## config.mk

```make
export PLATFORM = sky130hd
export DESIGN_NAME = cpu_core
export DESIGN_NICKNAME = d
export VERILOG_FILES = /design/src/cpu_isa_pkg.sv /design/src/cpu_pipe_pkg.sv /design/src/reg_file.sv /design/src/decoder.sv /design/src/pipe_stall_reg.sv /design/src/alu.sv /design/src/mem_wb_stage.sv /design/src/cpu_core.sv
export SDC_FILE = /design/constraint.sdc
export NUM_CORES = 2
export LEC_CHECK = 0
export ABC_AREA = 0
export CAP_MARGIN = 10
export CORE_UTILIZATION = 24
export CTS_BUF_LIST = sky130_fd_sc_hd__clkbuf_4
export CTS_CLUSTER_DIAMETER = 100
export DETAILED_ROUTE_END_ITERATION = 16
export DONT_BUFFER_PORTS = 1
export HOLD_SLACK_MARGIN = 0.03
export PLACE_DENSITY_LB_ADDON = 0.08
export SLEW_MARGIN = 40
export SYNTH_ARGS = -nofsm -noshare
export SYNTH_HDL_FRONTEND = slang
export SYNTH_SLANG_ARGS = --single-unit
```

## constraint.sdc

```tcl
create_clock -name clk -period 6.37 [get_ports clk]
set_clock_uncertainty 0.2 [all_clocks]
set_input_delay 0.3185 -clock clk [delete_from_list [all_inputs] [get_ports clk]]
set_output_delay 0.3185 -clock clk [all_outputs]
set_load 0.01 [all_outputs]
```

## src/cpu_isa_pkg.sv

```systemverilog
// Instruction set definitions for the 16-bit load/store core
// Datapath width, register count and instruction field positions
// Opcode encodings as an enum

package cpu_isa_pkg;

  ////////////////////
  // Datapath sizes
  ////////////////////
  localparam int data_w     = 16;                 // Register and ALU width
  localparam int num_regs   = 16;                 // R0 reads as zero
  localparam int reg_addr_w = $clog2(num_regs);   // 4 bit register index
  localparam int instr_w    = 16;                 // One instruction word

  // Field positions, opcode[15:12] rd[11:8] rs[7:4] rt/imm[3:0]
  localparam int op_lsb = 12;
  localparam int rd_lsb = 8;
  localparam int rs_lsb = 4;
  localparam int rt_lsb = 0;    // Also the low end of imm8 for LLB/LHB

  ////////////////////
  // Opcodes
  ////////////////////
  typedef enum logic [3:0] {
    op_add = 4'h0,
    op_sub = 4'h1,
    op_xor = 4'h2,
    op_and = 4'h3,
    op_sll = 4'h4,
    op_sra = 4'h5,
    op_ror = 4'h6,
    op_lw  = 4'h8,   // rd <- mem[rs + simm4]
    op_sw  = 4'h9,   // mem[rs + simm4] <- rd
    op_llb = 4'ha,   // Low byte of rd from imm8
    op_lhb = 4'hb,   // High byte of rd from imm8
    op_pcs = 4'he,   // rd <- next PC
    op_hlt = 4'hf
  } opcode_t;

endpackage

```

## src/cpu_pipe_pkg.sv

```systemverilog
// Pipeline payload types for the ID/EX and EX/MEM registers
// Data memory depth

package cpu_pipe_pkg;

  localparam int mem_depth = 256;   // Words of data memory

  // Decode to execute
  typedef struct packed {
    cpu_isa_pkg::opcode_t                opcode;
    logic [cpu_isa_pkg::data_w-1:0]      rs_val;
    logic [cpu_isa_pkg::data_w-1:0]      rt_val;    // rd value for SW, LLB, LHB
    logic [7:0]                          imm8;
    logic [cpu_isa_pkg::data_w-1:0]      pc_next;
    logic                                mem_enable;
    logic                                mem_write;
    logic [cpu_isa_pkg::reg_addr_w-1:0]  rd;
    logic                                reg_write;
    logic                                mem_to_reg;
    logic                                hlt;
    logic                                pcs;
  } id_ex_t;

  // Execute to result stage
  typedef struct packed {
    logic [cpu_isa_pkg::data_w-1:0]      pc_next;
    logic [cpu_isa_pkg::data_w-1:0]      alu_out;
    logic [cpu_isa_pkg::data_w-1:0]      mem_write_data;
    logic                                mem_enable;
    logic                                mem_write;
    logic [cpu_isa_pkg::reg_addr_w-1:0]  rd;
    logic                                reg_write;
    logic                                mem_to_reg;
    logic                                hlt;
    logic                                pcs;
  } ex_mem_t;

endpackage

```

## src/reg_file.sv

```systemverilog
// Sixteen entry register file, R0 hardwired to zero
// Two operand read ports and a third port for store / byte-load data
// Write-before-read bypass on every read port

module reg_file (
  input  logic                                clk,
  input  logic                                rst,
  input  logic [cpu_isa_pkg::reg_addr_w-1:0]  rd_addr_a,
  input  logic [cpu_isa_pkg::reg_addr_w-1:0]  rd_addr_b,
  input  logic [cpu_isa_pkg::reg_addr_w-1:0]  rd_addr_c,
  input  logic                                wr_en,
  input  logic [cpu_isa_pkg::reg_addr_w-1:0]  wr_addr,
  input  logic [cpu_isa_pkg::data_w-1:0]      wr_data,
  output logic [cpu_isa_pkg::data_w-1:0]      rd_data_a,
  output logic [cpu_isa_pkg::data_w-1:0]      rd_data_b,
  output logic [cpu_isa_pkg::data_w-1:0]      rd_data_c
);

  logic [cpu_isa_pkg::num_regs-1:1][cpu_isa_pkg::data_w-1:0] regs;  // No storage for R0

  // One lookup shared by the three ports
  function automatic logic [cpu_isa_pkg::data_w-1:0] read_port(
    input logic [cpu_isa_pkg::reg_addr_w-1:0] addr
  );
    if (addr == '0)
      return '0;                          // R0 always zero
    if (wr_en && wr_addr == addr)
      return wr_data;                     // New value seen in the write cycle
    return regs[addr];
  endfunction

  always_ff @(posedge clk) begin
    if (rst) begin
      regs <= '0;
    end else if (wr_en && wr_addr != '0) begin
      regs[wr_addr] <= wr_data;
    end
  end

  always_comb begin
    rd_data_a = read_port(rd_addr_a);
    rd_data_b = read_port(rd_addr_b);
    rd_data_c = read_port(rd_addr_c);
  end

  // Writes aimed at R0 leave the whole file untouched
  r0_write_ignored: assert property (@(posedge clk) disable iff (rst)
    (wr_en && wr_addr == '0) |=> $stable(regs));

endmodule

```

## src/decoder.sv

```systemverilog
// Decode stage
// Field split, source usage, memory / write-back control generation
// Read-after-write interlock against ID/EX and EX/MEM

module decoder (
  input  logic [cpu_isa_pkg::instr_w-1:0]     instr,
  input  logic [cpu_isa_pkg::data_w-1:0]      pc_next,
  input  logic [cpu_isa_pkg::reg_addr_w-1:0]  exec_rd,         // Destination in ID/EX
  input  logic                                exec_reg_write,
  input  logic [cpu_isa_pkg::reg_addr_w-1:0]  mem_rd,          // Destination in EX/MEM
  input  logic                                mem_reg_write,
  input  logic [cpu_isa_pkg::data_w-1:0]      rs_val,
  input  logic [cpu_isa_pkg::data_w-1:0]      rt_val,
  input  logic [cpu_isa_pkg::data_w-1:0]      rd_val,
  output logic [cpu_isa_pkg::reg_addr_w-1:0]  rs_addr,
  output logic [cpu_isa_pkg::reg_addr_w-1:0]  rt_addr,
  output logic [cpu_isa_pkg::reg_addr_w-1:0]  rd_addr,
  output cpu_isa_pkg::opcode_t                opcode,
  output logic [7:0]                          imm8,
  output logic [cpu_isa_pkg::data_w-1:0]      rs_data,         // Operand A
  output logic [cpu_isa_pkg::data_w-1:0]      rt_data,         // Operand B or store data
  output logic [cpu_isa_pkg::data_w-1:0]      pc_out,          // Next PC, PCS only
  output logic                                mem_enable,
  output logic                                mem_write,
  output logic [cpu_isa_pkg::reg_addr_w-1:0]  wb_rd,
  output logic                                reg_write,
  output logic                                mem_to_reg,
  output logic                                hlt,
  output logic                                pcs,
  output logic                                stall
);

  logic use_rs, use_rt, use_rd;   // Which register fields are sources

  // Pending write to a nonzero register further down the pipe
  function automatic logic raw_hit(input logic [cpu_isa_pkg::reg_addr_w-1:0] src);
    logic ex_hit, mem_hit;
    ex_hit  = exec_reg_write && exec_rd != '0 && exec_rd == src;
    mem_hit = mem_reg_write && mem_rd != '0 && mem_rd == src;
    return ex_hit || mem_hit;
  endfunction

  ////////////////////
  // Field split
  ////////////////////
  assign opcode  = cpu_isa_pkg::opcode_t'(instr[cpu_isa_pkg::op_lsb +: 4]);
  assign rd_addr = instr[cpu_isa_pkg::rd_lsb +: cpu_isa_pkg::reg_addr_w];
  assign rs_addr = instr[cpu_isa_pkg::rs_lsb +: cpu_isa_pkg::reg_addr_w];
  assign rt_addr = instr[cpu_isa_pkg::rt_lsb +: cpu_isa_pkg::reg_addr_w];
  assign imm8    = instr[cpu_isa_pkg::rt_lsb +: 8];     // rs:rt fields for LLB/LHB
  assign wb_rd   = rd_addr;

  ////////////////////
  // Control bundles
  ////////////////////
  always_comb begin
    use_rs     = 1'b0;
    use_rt     = 1'b0;
    use_rd     = 1'b0;
    mem_enable = 1'b0;
    mem_write  = 1'b0;
    reg_write  = 1'b0;
    mem_to_reg = 1'b0;
    hlt        = 1'b0;
    pcs        = 1'b0;
    case (opcode)
      cpu_isa_pkg::op_add, cpu_isa_pkg::op_sub,
      cpu_isa_pkg::op_xor, cpu_isa_pkg::op_and: begin
        use_rs    = 1'b1;
        use_rt    = 1'b1;
        reg_write = 1'b1;
      end
      cpu_isa_pkg::op_sll, cpu_isa_pkg::op_sra, cpu_isa_pkg::op_ror: begin
        use_rs    = 1'b1;   // Shift amount is the imm field
        reg_write = 1'b1;
      end
      cpu_isa_pkg::op_lw: begin
        use_rs     = 1'b1;
        mem_enable = 1'b1;
        reg_write  = 1'b1;
        mem_to_reg = 1'b1;
      end
      cpu_isa_pkg::op_sw: begin
        use_rs     = 1'b1;
        use_rd     = 1'b1;  // Store data
        mem_enable = 1'b1;
        mem_write  = 1'b1;
      end
      cpu_isa_pkg::op_llb, cpu_isa_pkg::op_lhb: begin
        use_rd    = 1'b1;   // Keeps the other byte
        reg_write = 1'b1;
      end
      cpu_isa_pkg::op_pcs: begin
        reg_write = 1'b1;
        pcs       = 1'b1;
      end
      cpu_isa_pkg::op_hlt: hlt = 1'b1;
      default: ;            // Unused codes act as a NOP
    endcase
  end

  // rd value rides in the rt slot whenever rd is a source
  assign rs_data = rs_val;
  assign rt_data = use_rd ? rd_val : rt_val;
  assign pc_out  = pcs ? pc_next : '0;

  // Interlock, held until the producer has written back
  assign stall = (use_rs && raw_hit(rs_addr)) ||
                 (use_rt && raw_hit(rt_addr)) ||
                 (use_rd && raw_hit(rd_addr));

  // PCS and HLT read no registers and must never wait
  always_comb begin
    no_src_no_stall: assert final (!(stall &&
      (opcode == cpu_isa_pkg::op_pcs || opcode == cpu_isa_pkg::op_hlt)));
  end

endmodule

```

## src/pipe_stall_reg.sv

```systemverilog
// Generic pipeline register for any packed payload
// Reset and bubble load zero, stall holds, otherwise load

module pipe_stall_reg #(
  parameter type payload_t = logic
) (
  input  logic      clk,
  input  logic      rst,
  input  logic      stall,    // Hold current contents
  input  logic      bubble,   // Insert an all-zero NOP
  input  payload_t  d,
  output payload_t  q
);

  always_ff @(posedge clk) begin
    if (rst || bubble) begin
      q <= '0;                // Zero payload has no enables set
    end else if (!stall) begin
      q <= d;
    end
  end

  // Callers gate one with the other
  stall_bubble_exclusive: assert property (@(posedge clk) disable iff (rst)
    !(bubble && stall));

endmodule

```

## src/alu.sv

```systemverilog
// Execute stage ALU
// Add/sub, logic ops, shifts and rotate by imm
// Byte loads into rd and load/store address generation

module alu (
  input  cpu_isa_pkg::opcode_t            opcode,
  input  logic [cpu_isa_pkg::data_w-1:0]  rs_val,
  input  logic [cpu_isa_pkg::data_w-1:0]  rt_val,   // rd value for LLB/LHB
  input  logic [7:0]                      imm8,
  output logic [cpu_isa_pkg::data_w-1:0]  alu_out
);

  logic [3:0]                        shamt;      // imm[3:0]
  logic [cpu_isa_pkg::data_w-1:0]    offset;     // Sign-extended imm[3:0]
  logic [2*cpu_isa_pkg::data_w-1:0]  rot;        // Doubled word for rotate

  assign shamt  = imm8[3:0];
  assign offset = {{(cpu_isa_pkg::data_w-4){imm8[3]}}, imm8[3:0]};
  assign rot    = {rs_val, rs_val} >> shamt;

  always_comb begin
    case (opcode)
      cpu_isa_pkg::op_add: alu_out = rs_val + rt_val;        // Wraps at 16 bits
      cpu_isa_pkg::op_sub: alu_out = rs_val - rt_val;
      cpu_isa_pkg::op_xor: alu_out = rs_val ^ rt_val;
      cpu_isa_pkg::op_and: alu_out = rs_val & rt_val;
      cpu_isa_pkg::op_sll: alu_out = rs_val << shamt;
      cpu_isa_pkg::op_sra: alu_out = $signed(rs_val) >>> shamt;
      cpu_isa_pkg::op_ror: alu_out = rot[cpu_isa_pkg::data_w-1:0];
      // Byte loads keep the other half of rd
      cpu_isa_pkg::op_llb: alu_out = {rt_val[15:8], imm8};
      cpu_isa_pkg::op_lhb: alu_out = {imm8, rt_val[7:0]};
      // Word address for memory ops
      cpu_isa_pkg::op_lw,
      cpu_isa_pkg::op_sw:  alu_out = rs_val + offset;
      default:             alu_out = '0;   // PCS, HLT and unused codes
    endcase
  end

endmodule

```

## src/mem_wb_stage.sv

```systemverilog
// Result stage
// Data memory with synchronous write and combinational read
// Write-back select and sticky halt

module mem_wb_stage (
  input  logic                                clk,
  input  logic                                rst,
  input  logic                                freeze,
  input  logic [cpu_isa_pkg::data_w-1:0]      alu_out,          // Result or memory address
  input  logic [cpu_isa_pkg::data_w-1:0]      pc_next,
  input  logic [cpu_isa_pkg::data_w-1:0]      mem_write_data,
  input  logic                                mem_enable,
  input  logic                                mem_write,
  input  logic [cpu_isa_pkg::reg_addr_w-1:0]  rd,
  input  logic                                reg_write,
  input  logic                                mem_to_reg,
  input  logic                                hlt,
  input  logic                                pcs,
  output logic                                wb_en,
  output logic [cpu_isa_pkg::reg_addr_w-1:0]  wb_rd,
  output logic [cpu_isa_pkg::data_w-1:0]      wb_data,
  output logic                                halted
);

  localparam int addr_w = $clog2(cpu_pipe_pkg::mem_depth);

  logic [cpu_isa_pkg::data_w-1:0] mem [cpu_pipe_pkg::mem_depth];
  logic [addr_w-1:0]              addr;
  logic [cpu_isa_pkg::data_w-1:0] rd_word;
  logic                           live;       // Stage may commit this cycle

  assign addr    = alu_out[addr_w-1:0];
  assign rd_word = mem[addr];
  assign live    = !halted && !freeze;

  ////////////////////
  // Data memory
  ////////////////////
  always_ff @(posedge clk) begin
    if (mem_enable && mem_write && live) begin
      mem[addr] <= mem_write_data;
    end
  end

  // Sticky until reset, frozen cycles do not count
  always_ff @(posedge clk) begin
    if (rst) begin
      halted <= 1'b0;
    end else if (hlt && !freeze) begin
      halted <= 1'b1;
    end
  end

  ////////////////////
  // Write-back
  ////////////////////
  assign wb_en   = reg_write && live;
  assign wb_rd   = rd;
  assign wb_data = mem_to_reg ? rd_word :
                   pcs        ? pc_next : alu_out;

  // Once halted, no further write-back and halt stays set
  halt_is_final: assert property (@(posedge clk) disable iff (rst)
    halted |-> !wb_en ##1 halted);

endmodule

```

## src/cpu_core.sv

```systemverilog
// Pipeline core top level
// Decode, ID/EX, execute, EX/MEM, result stage and register file

module cpu_core (
  input  logic                                clk,
  input  logic                                rst,
  input  logic [cpu_isa_pkg::instr_w-1:0]     instr,
  input  logic [cpu_isa_pkg::data_w-1:0]      pc_next,
  input  logic                                freeze,
  output logic                                stall,     // Hold instr at the source
  output logic                                wb_en,
  output logic [cpu_isa_pkg::reg_addr_w-1:0]  wb_rd,
  output logic [cpu_isa_pkg::data_w-1:0]      wb_data,
  output logic                                halted
);

  logic [cpu_isa_pkg::reg_addr_w-1:0] rs_addr, rt_addr, rd_addr;
  logic [cpu_isa_pkg::data_w-1:0]     rs_val, rt_val, rd_val;
  logic [cpu_isa_pkg::data_w-1:0]     alu_out;
  cpu_pipe_pkg::id_ex_t               id_ex_d, id_ex_q;
  cpu_pipe_pkg::ex_mem_t              ex_mem_d, ex_mem_q;

  reg_file u_rf (
    .clk(clk), .rst(rst),
    .rd_addr_a(rs_addr), .rd_addr_b(rt_addr), .rd_addr_c(rd_addr),
    .wr_en(wb_en), .wr_addr(wb_rd), .wr_data(wb_data),
    .rd_data_a(rs_val), .rd_data_b(rt_val), .rd_data_c(rd_val)
  );

  // Decoder outputs land straight in the ID/EX payload
  decoder u_dec (
    .instr(instr), .pc_next(pc_next),
    .exec_rd(id_ex_q.rd), .exec_reg_write(id_ex_q.reg_write),
    .mem_rd(ex_mem_q.rd), .mem_reg_write(ex_mem_q.reg_write),
    .rs_val(rs_val), .rt_val(rt_val), .rd_val(rd_val),
    .rs_addr(rs_addr), .rt_addr(rt_addr), .rd_addr(rd_addr),
    .opcode(id_ex_d.opcode), .imm8(id_ex_d.imm8),
    .rs_data(id_ex_d.rs_val), .rt_data(id_ex_d.rt_val), .pc_out(id_ex_d.pc_next),
    .mem_enable(id_ex_d.mem_enable), .mem_write(id_ex_d.mem_write),
    .wb_rd(id_ex_d.rd), .reg_write(id_ex_d.reg_write), .mem_to_reg(id_ex_d.mem_to_reg),
    .hlt(id_ex_d.hlt), .pcs(id_ex_d.pcs), .stall(stall)
  );

  ////////////////////
  // ID/EX
  ////////////////////
  pipe_stall_reg #(.payload_t(cpu_pipe_pkg::id_ex_t)) u_id_ex (
    .clk(clk), .rst(rst),
    .stall(freeze),
    .bubble(stall && !freeze),    // Hazard inserts a NOP unless frozen
    .d(id_ex_d), .q(id_ex_q)
  );

  alu u_alu (
    .opcode(id_ex_q.opcode), .rs_val(id_ex_q.rs_val), .rt_val(id_ex_q.rt_val),
    .imm8(id_ex_q.imm8), .alu_out(alu_out)
  );

  // Store data comes from the rt slot
  assign ex_mem_d = '{
    pc_next:        id_ex_q.pc_next,
    alu_out:        alu_out,
    mem_write_data: id_ex_q.rt_val,
    mem_enable:     id_ex_q.mem_enable,
    mem_write:      id_ex_q.mem_write,
    rd:             id_ex_q.rd,
    reg_write:      id_ex_q.reg_write,
    mem_to_reg:     id_ex_q.mem_to_reg,
    hlt:            id_ex_q.hlt,
    pcs:            id_ex_q.pcs
  };

  ////////////////////
  // EX/MEM
  ////////////////////
  pipe_stall_reg #(.payload_t(cpu_pipe_pkg::ex_mem_t)) u_ex_mem (
    .clk(clk), .rst(rst),
    .stall(freeze),
    .bubble(halted && !freeze),   // Drain after halt
    .d(ex_mem_d), .q(ex_mem_q)
  );

  mem_wb_stage u_mem_wb (
    .clk(clk), .rst(rst), .freeze(freeze),
    .alu_out(ex_mem_q.alu_out), .pc_next(ex_mem_q.pc_next),
    .mem_write_data(ex_mem_q.mem_write_data),
    .mem_enable(ex_mem_q.mem_enable), .mem_write(ex_mem_q.mem_write),
    .rd(ex_mem_q.rd), .reg_write(ex_mem_q.reg_write), .mem_to_reg(ex_mem_q.mem_to_reg),
    .hlt(ex_mem_q.hlt), .pcs(ex_mem_q.pcs),
    .wb_en(wb_en), .wb_rd(wb_rd), .wb_data(wb_data), .halted(halted)
  );

endmodule

```

==> impl_metrics.toml <==
[outcome]
status = "complete, no violations"

[sta]
finalSetupViolations = 0
slew_headroom_pct = 41.1
period_needed_ns = 6.24
hold_violations = 0
max_freq_ghz = 0.160
tightest_slew_ns = 0.881
report.final.slew_viol_count = 0
post-route-period-util_pct = 98.0
rsz0062_at_grt = "yes"

[power]
share_comb_of_total_power_pct = 5.8
switching_share_pct = 24.0
total_switching_power_uw = 14900
int_pwr_uw = 47300
pwr-share-clk_pct = 42.8
leakagePower_uw = 0.0703
share_seq_of_total_power_pct = 51.3
power.total_uw = 62200
vdd_drop_max_mv = 0.200
power-per-cell-area_nw_per_um2 = 281

[cells_and_area]
register_area_sq_um = 131000
mostFrequentLayoutCells = "4096 x sky130_fd_sc_hd__edfxtp_1, 1921 x sky130_fd_sc_hd__clkbuf_4, 981 x sky130_fd_sc_hd__mux4_2"
fill_cells = 74300
multi_input_comb_area_sq_um = 49200
share_of_final_layout_standard_cells_stronger_than_drive_strength_1_pct = 36.0
finish.net_count = 11500
final_common_cell = "sky130_fd_sc_hd__edfxtp_1"
finalNonFillerCells = 22300
area_delta_synth_final_pct = 22.5

[logic_synthesis]
number_of_flip_flops_and_latches_in_the_synthesized_netlist = 4473
sequential_share_of_the_synthesized_area_pct = 72.3
mean_post_synth_cell_area_sq_um = 18.6
mappedNetlistNets = 9769
async_flop_share_pct = 0
postSynthCellCount = 9698
count_of_flip_flops_with_a_built_in_enable_after_synthesis = 4096
postSynth.topFlopCell = "sky130_fd_sc_hd__edfxtp_1"
synth_cell_type_count = 82
yosysWarnings = 0
post_synth_instance_area_sq_um = 180000

[clock_network]
cts_buffer_depth = 5
worst_skew_late_latency_ns = 1.86
root_buffer = "sky130_fd_sc_hd__clkbuf_4"
cts_tree = "yes"
cts_buffers = 1347
cts.htree.levels = 7
clock_sinks = 4473
clkSlewWorstSetupHoldPaths_ns = 0.08

[detailed_routing]
postRouteAntennaNets = 0
via_per_inst = 4.71
dr_total_vias = 105000
wire_length_reported_by_the_detailed_router_um = 674000
avgRoutedWirePerCell_um = 30.3
drc_errors = 0
drt_iter0_drc = 8075
detail_route.first_pass.iterations = 8

[place]
buffer_ports.inserted = 0
dpl.cell_count = 19600
dp.final_hpwl_um = 408000
gpl.final_weighted_congestion = 0.812

[floorplanning]
initial_core_util_pct = 24.1
die_h_um = 869
top_level_ports = 58
fp.dieArea_sq_um = 755000
row_cnt = 318
floorplan.die.width_um = 869
core_region_area_sq_um = 750000

[worst_setup_path]
crit_type = "register to output port"
timing.critical_path.to_type = "output port"
worst-endpoint-required_ns = 5.85
setup_slack_reg_to_reg_ns = 0.19
critical_path.startpoint_type = "register"
r2r-end = "u_id_ex.q[44]"
arrival_ns = 5.72
worst-path-max-fanout = 13
timing.reg2reg.worst_path_depth = 15
crit-reg2reg-launch = "u_id_ex.q[7]"

[global_routing]
grt.total_usage_pct = 17.6
grt_pass1_wl_um = 917000
antenna_found_initial = 48
number_of_global_route_vias_before_repair = 110000
pin_count_of_the_biggest_net_entering_global_routing = 165
grt_overflow_total = 0

[worst_hold_path]
whs_endpoint = "u_ex_mem.q[36]"
hold_path_class = "register to register"
hold_path.startpoint = "u_ex_mem.q[36]"
holdPathStages = 2

[run]
maxCapViolations = 0
Yosys cell counts (45+ instances only):
master / instances / area [sq um]
sky130_fd_sc_hd__mux2_2: 88 / 991
sky130_fd_sc_hd__o22ai_1: 281 / 1760
sky130_fd_sc_hd__a22o_1: 131 / 1150
sky130_fd_sc_hd__mux2i_1: 770 / 7710
sky130_fd_sc_hd__clkbuf_1: 368 / 1380
sky130_fd_sc_hd__dfxtp_1: 377 / 7550
sky130_fd_sc_hd__a31oi_1: 45 / 282
sky130_fd_sc_hd__nor2_1: 520 / 1950
sky130_fd_sc_hd__nand3_1: 143 / 716
sky130_fd_sc_hd__a21oi_1: 100 / 500
sky130_fd_sc_hd__nand2_1: 403 / 1510
sky130_fd_sc_hd__a22oi_1: 298 / 2240
sky130_fd_sc_hd__buf_2: 201 / 1010
sky130_fd_sc_hd__buf_4: 47 / 353
sky130_fd_sc_hd__a221oi_1: 87 / 762
sky130_fd_sc_hd__o21ai_0: 126 / 631
sky130_fd_sc_hd__edfxtp_1: 4096 / 123000
sky130_fd_sc_hd__mux4_2: 981 / 22100
sky130_fd_sc_hd__a211oi_1: 63 / 473
metal layers:
metal	global-route usage [%]	part of all wire (%)	up-vias
li1	-	-	44400
met1	23.2	44	55700
met2	29.0	48	3558
met3	3.64	5.2	1153
met4	5.67	2.7	0
met5	0	0	-
worst max-delay path, stage by stage, from the launching register on:
cell and delay, ns:
sky130_fd_sc_hd__dfxtp_4 0.37, sky130_fd_sc_hd__buf_12 0.15, sky130_fd_sc_hd__buf_12 0.18, sky130_fd_sc_hd__buf_16 0.20, sky130_fd_sc_hd__buf_16 0.20, sky130_fd_sc_hd__buf_12 0.14
sky130_fd_sc_hd__mux4_2 0.50, sky130_fd_sc_hd__mux2i_1 0.51, sky130_fd_sc_hd__o22ai_2 0.25, sky130_fd_sc_hd__nor4_4 0.33, sky130_fd_sc_hd__buf_6 0.23, sky130_fd_sc_hd__nand2_1 0.12
sky130_fd_sc_hd__o221ai_4 0.19, sky130_fd_sc_hd__buf_12 0.17, sky130_fd_sc_hd__inv_1 0.06, sky130_fd_sc_hd__buf_4 0.14
cell families (layout without fill, tap and decap cells):
kind of cell               count (synthesis)  after routing  synth area share, %
buffers and inverters                    733           3309                 1.90
muxes                                   1839           1839                 17.1
xor gates and xnor gates                  34             34                0.165
and+or+nand+nor                         1289           1289                 3.13
other                                      0             63                    0
DFF                                     4473           4473                 72.3
adders and majority gates                 36             36                0.254
AOI/OAI and AO/OA                       1294           1294                 5.15
timing repair:
| action | CTS | global route |
|---|---|---|
| hold buffers | 236 | 0 |
| endpoints found under the setup margin | 16 | 11 |
| setup buffers | 113 | 8 |
| gates resized for setup | 354 | 15 |
| gates cloned | 37 | 0 |
| endpoints found under the hold margin | 1661 | 0 |
| pin swaps | 68 | 3 |
sequential cells by signal, summed over array words and instances (netlist names), named ones only:
| name | count |
|---|---|
| u_mem_wb.mem | 4096 |
| u_rf.regs | 240 |
| u_ex_mem.q | 58 |
| u_id_ex.q | 70 |
| u_mem_wb.halted | 1 |
stage by stage:
stage / setup TNS [ns] / cell area [sq um] / setup WS, ns / utilization (%) / hold WS [ns]
after CTS: -0.592 / 221000 / -0.0899 / 29.4 / 0.166
after global routing: -0.358 / 221000 / -0.0785 / 29.5 / 0.280
after global placement: 0 / 196000 / 0.310 / 26.1 / 0.201
after floorplan: 0 / 180000 / 1.92 / - / 0.241
after detailed placement: 0 / 198000 / 0.564 / 26.4 / 0.205
final: 0 / 221000 / 0.127 / 29.5 / 0.269
how the worst max path moves through the flow:
stage                               to  depth (start not counted)      startpoint  slack (ns)
finish                      wb_data[1]                         15        register        0.13
global route               wb_data[11]                         15        register       -0.08
CTS                        wb_data[11]                         16        register       -0.09
detailed placement         wb_data[11]                         11        register        0.56
global placement           wb_data[11]                         11        register        0.31
floorplan           u_mem_wb.mem[0][0]                          0  u_ex_mem.q[10]        1.92
power by group through the flow:
stage | registers (uW) | logic, uW | clock network, uW
after floorplan | 32600 | 1580 | 0
after global placement | 32600 | 2920 | 0
after detailed placement | 32600 | 3020 | 0
after CTS | 31900 | 3690 | 27800
after global routing | 31900 | 3810 | 29200
final | 31900 | 3620 | 26600
cell type report:
class                      instances  share of cell area, %
sequential                      4473                   59.1
tap                             9920                   5.62
clock inverter                   291                  0.631
timing repair buffer            1057                   5.70
inverter                          40                 0.0713
antenna                           63                 0.0713
clock buffer                    1921                   6.52
multi-input combinational       4492                   22.3
Power figures use the tool's default switching activity.
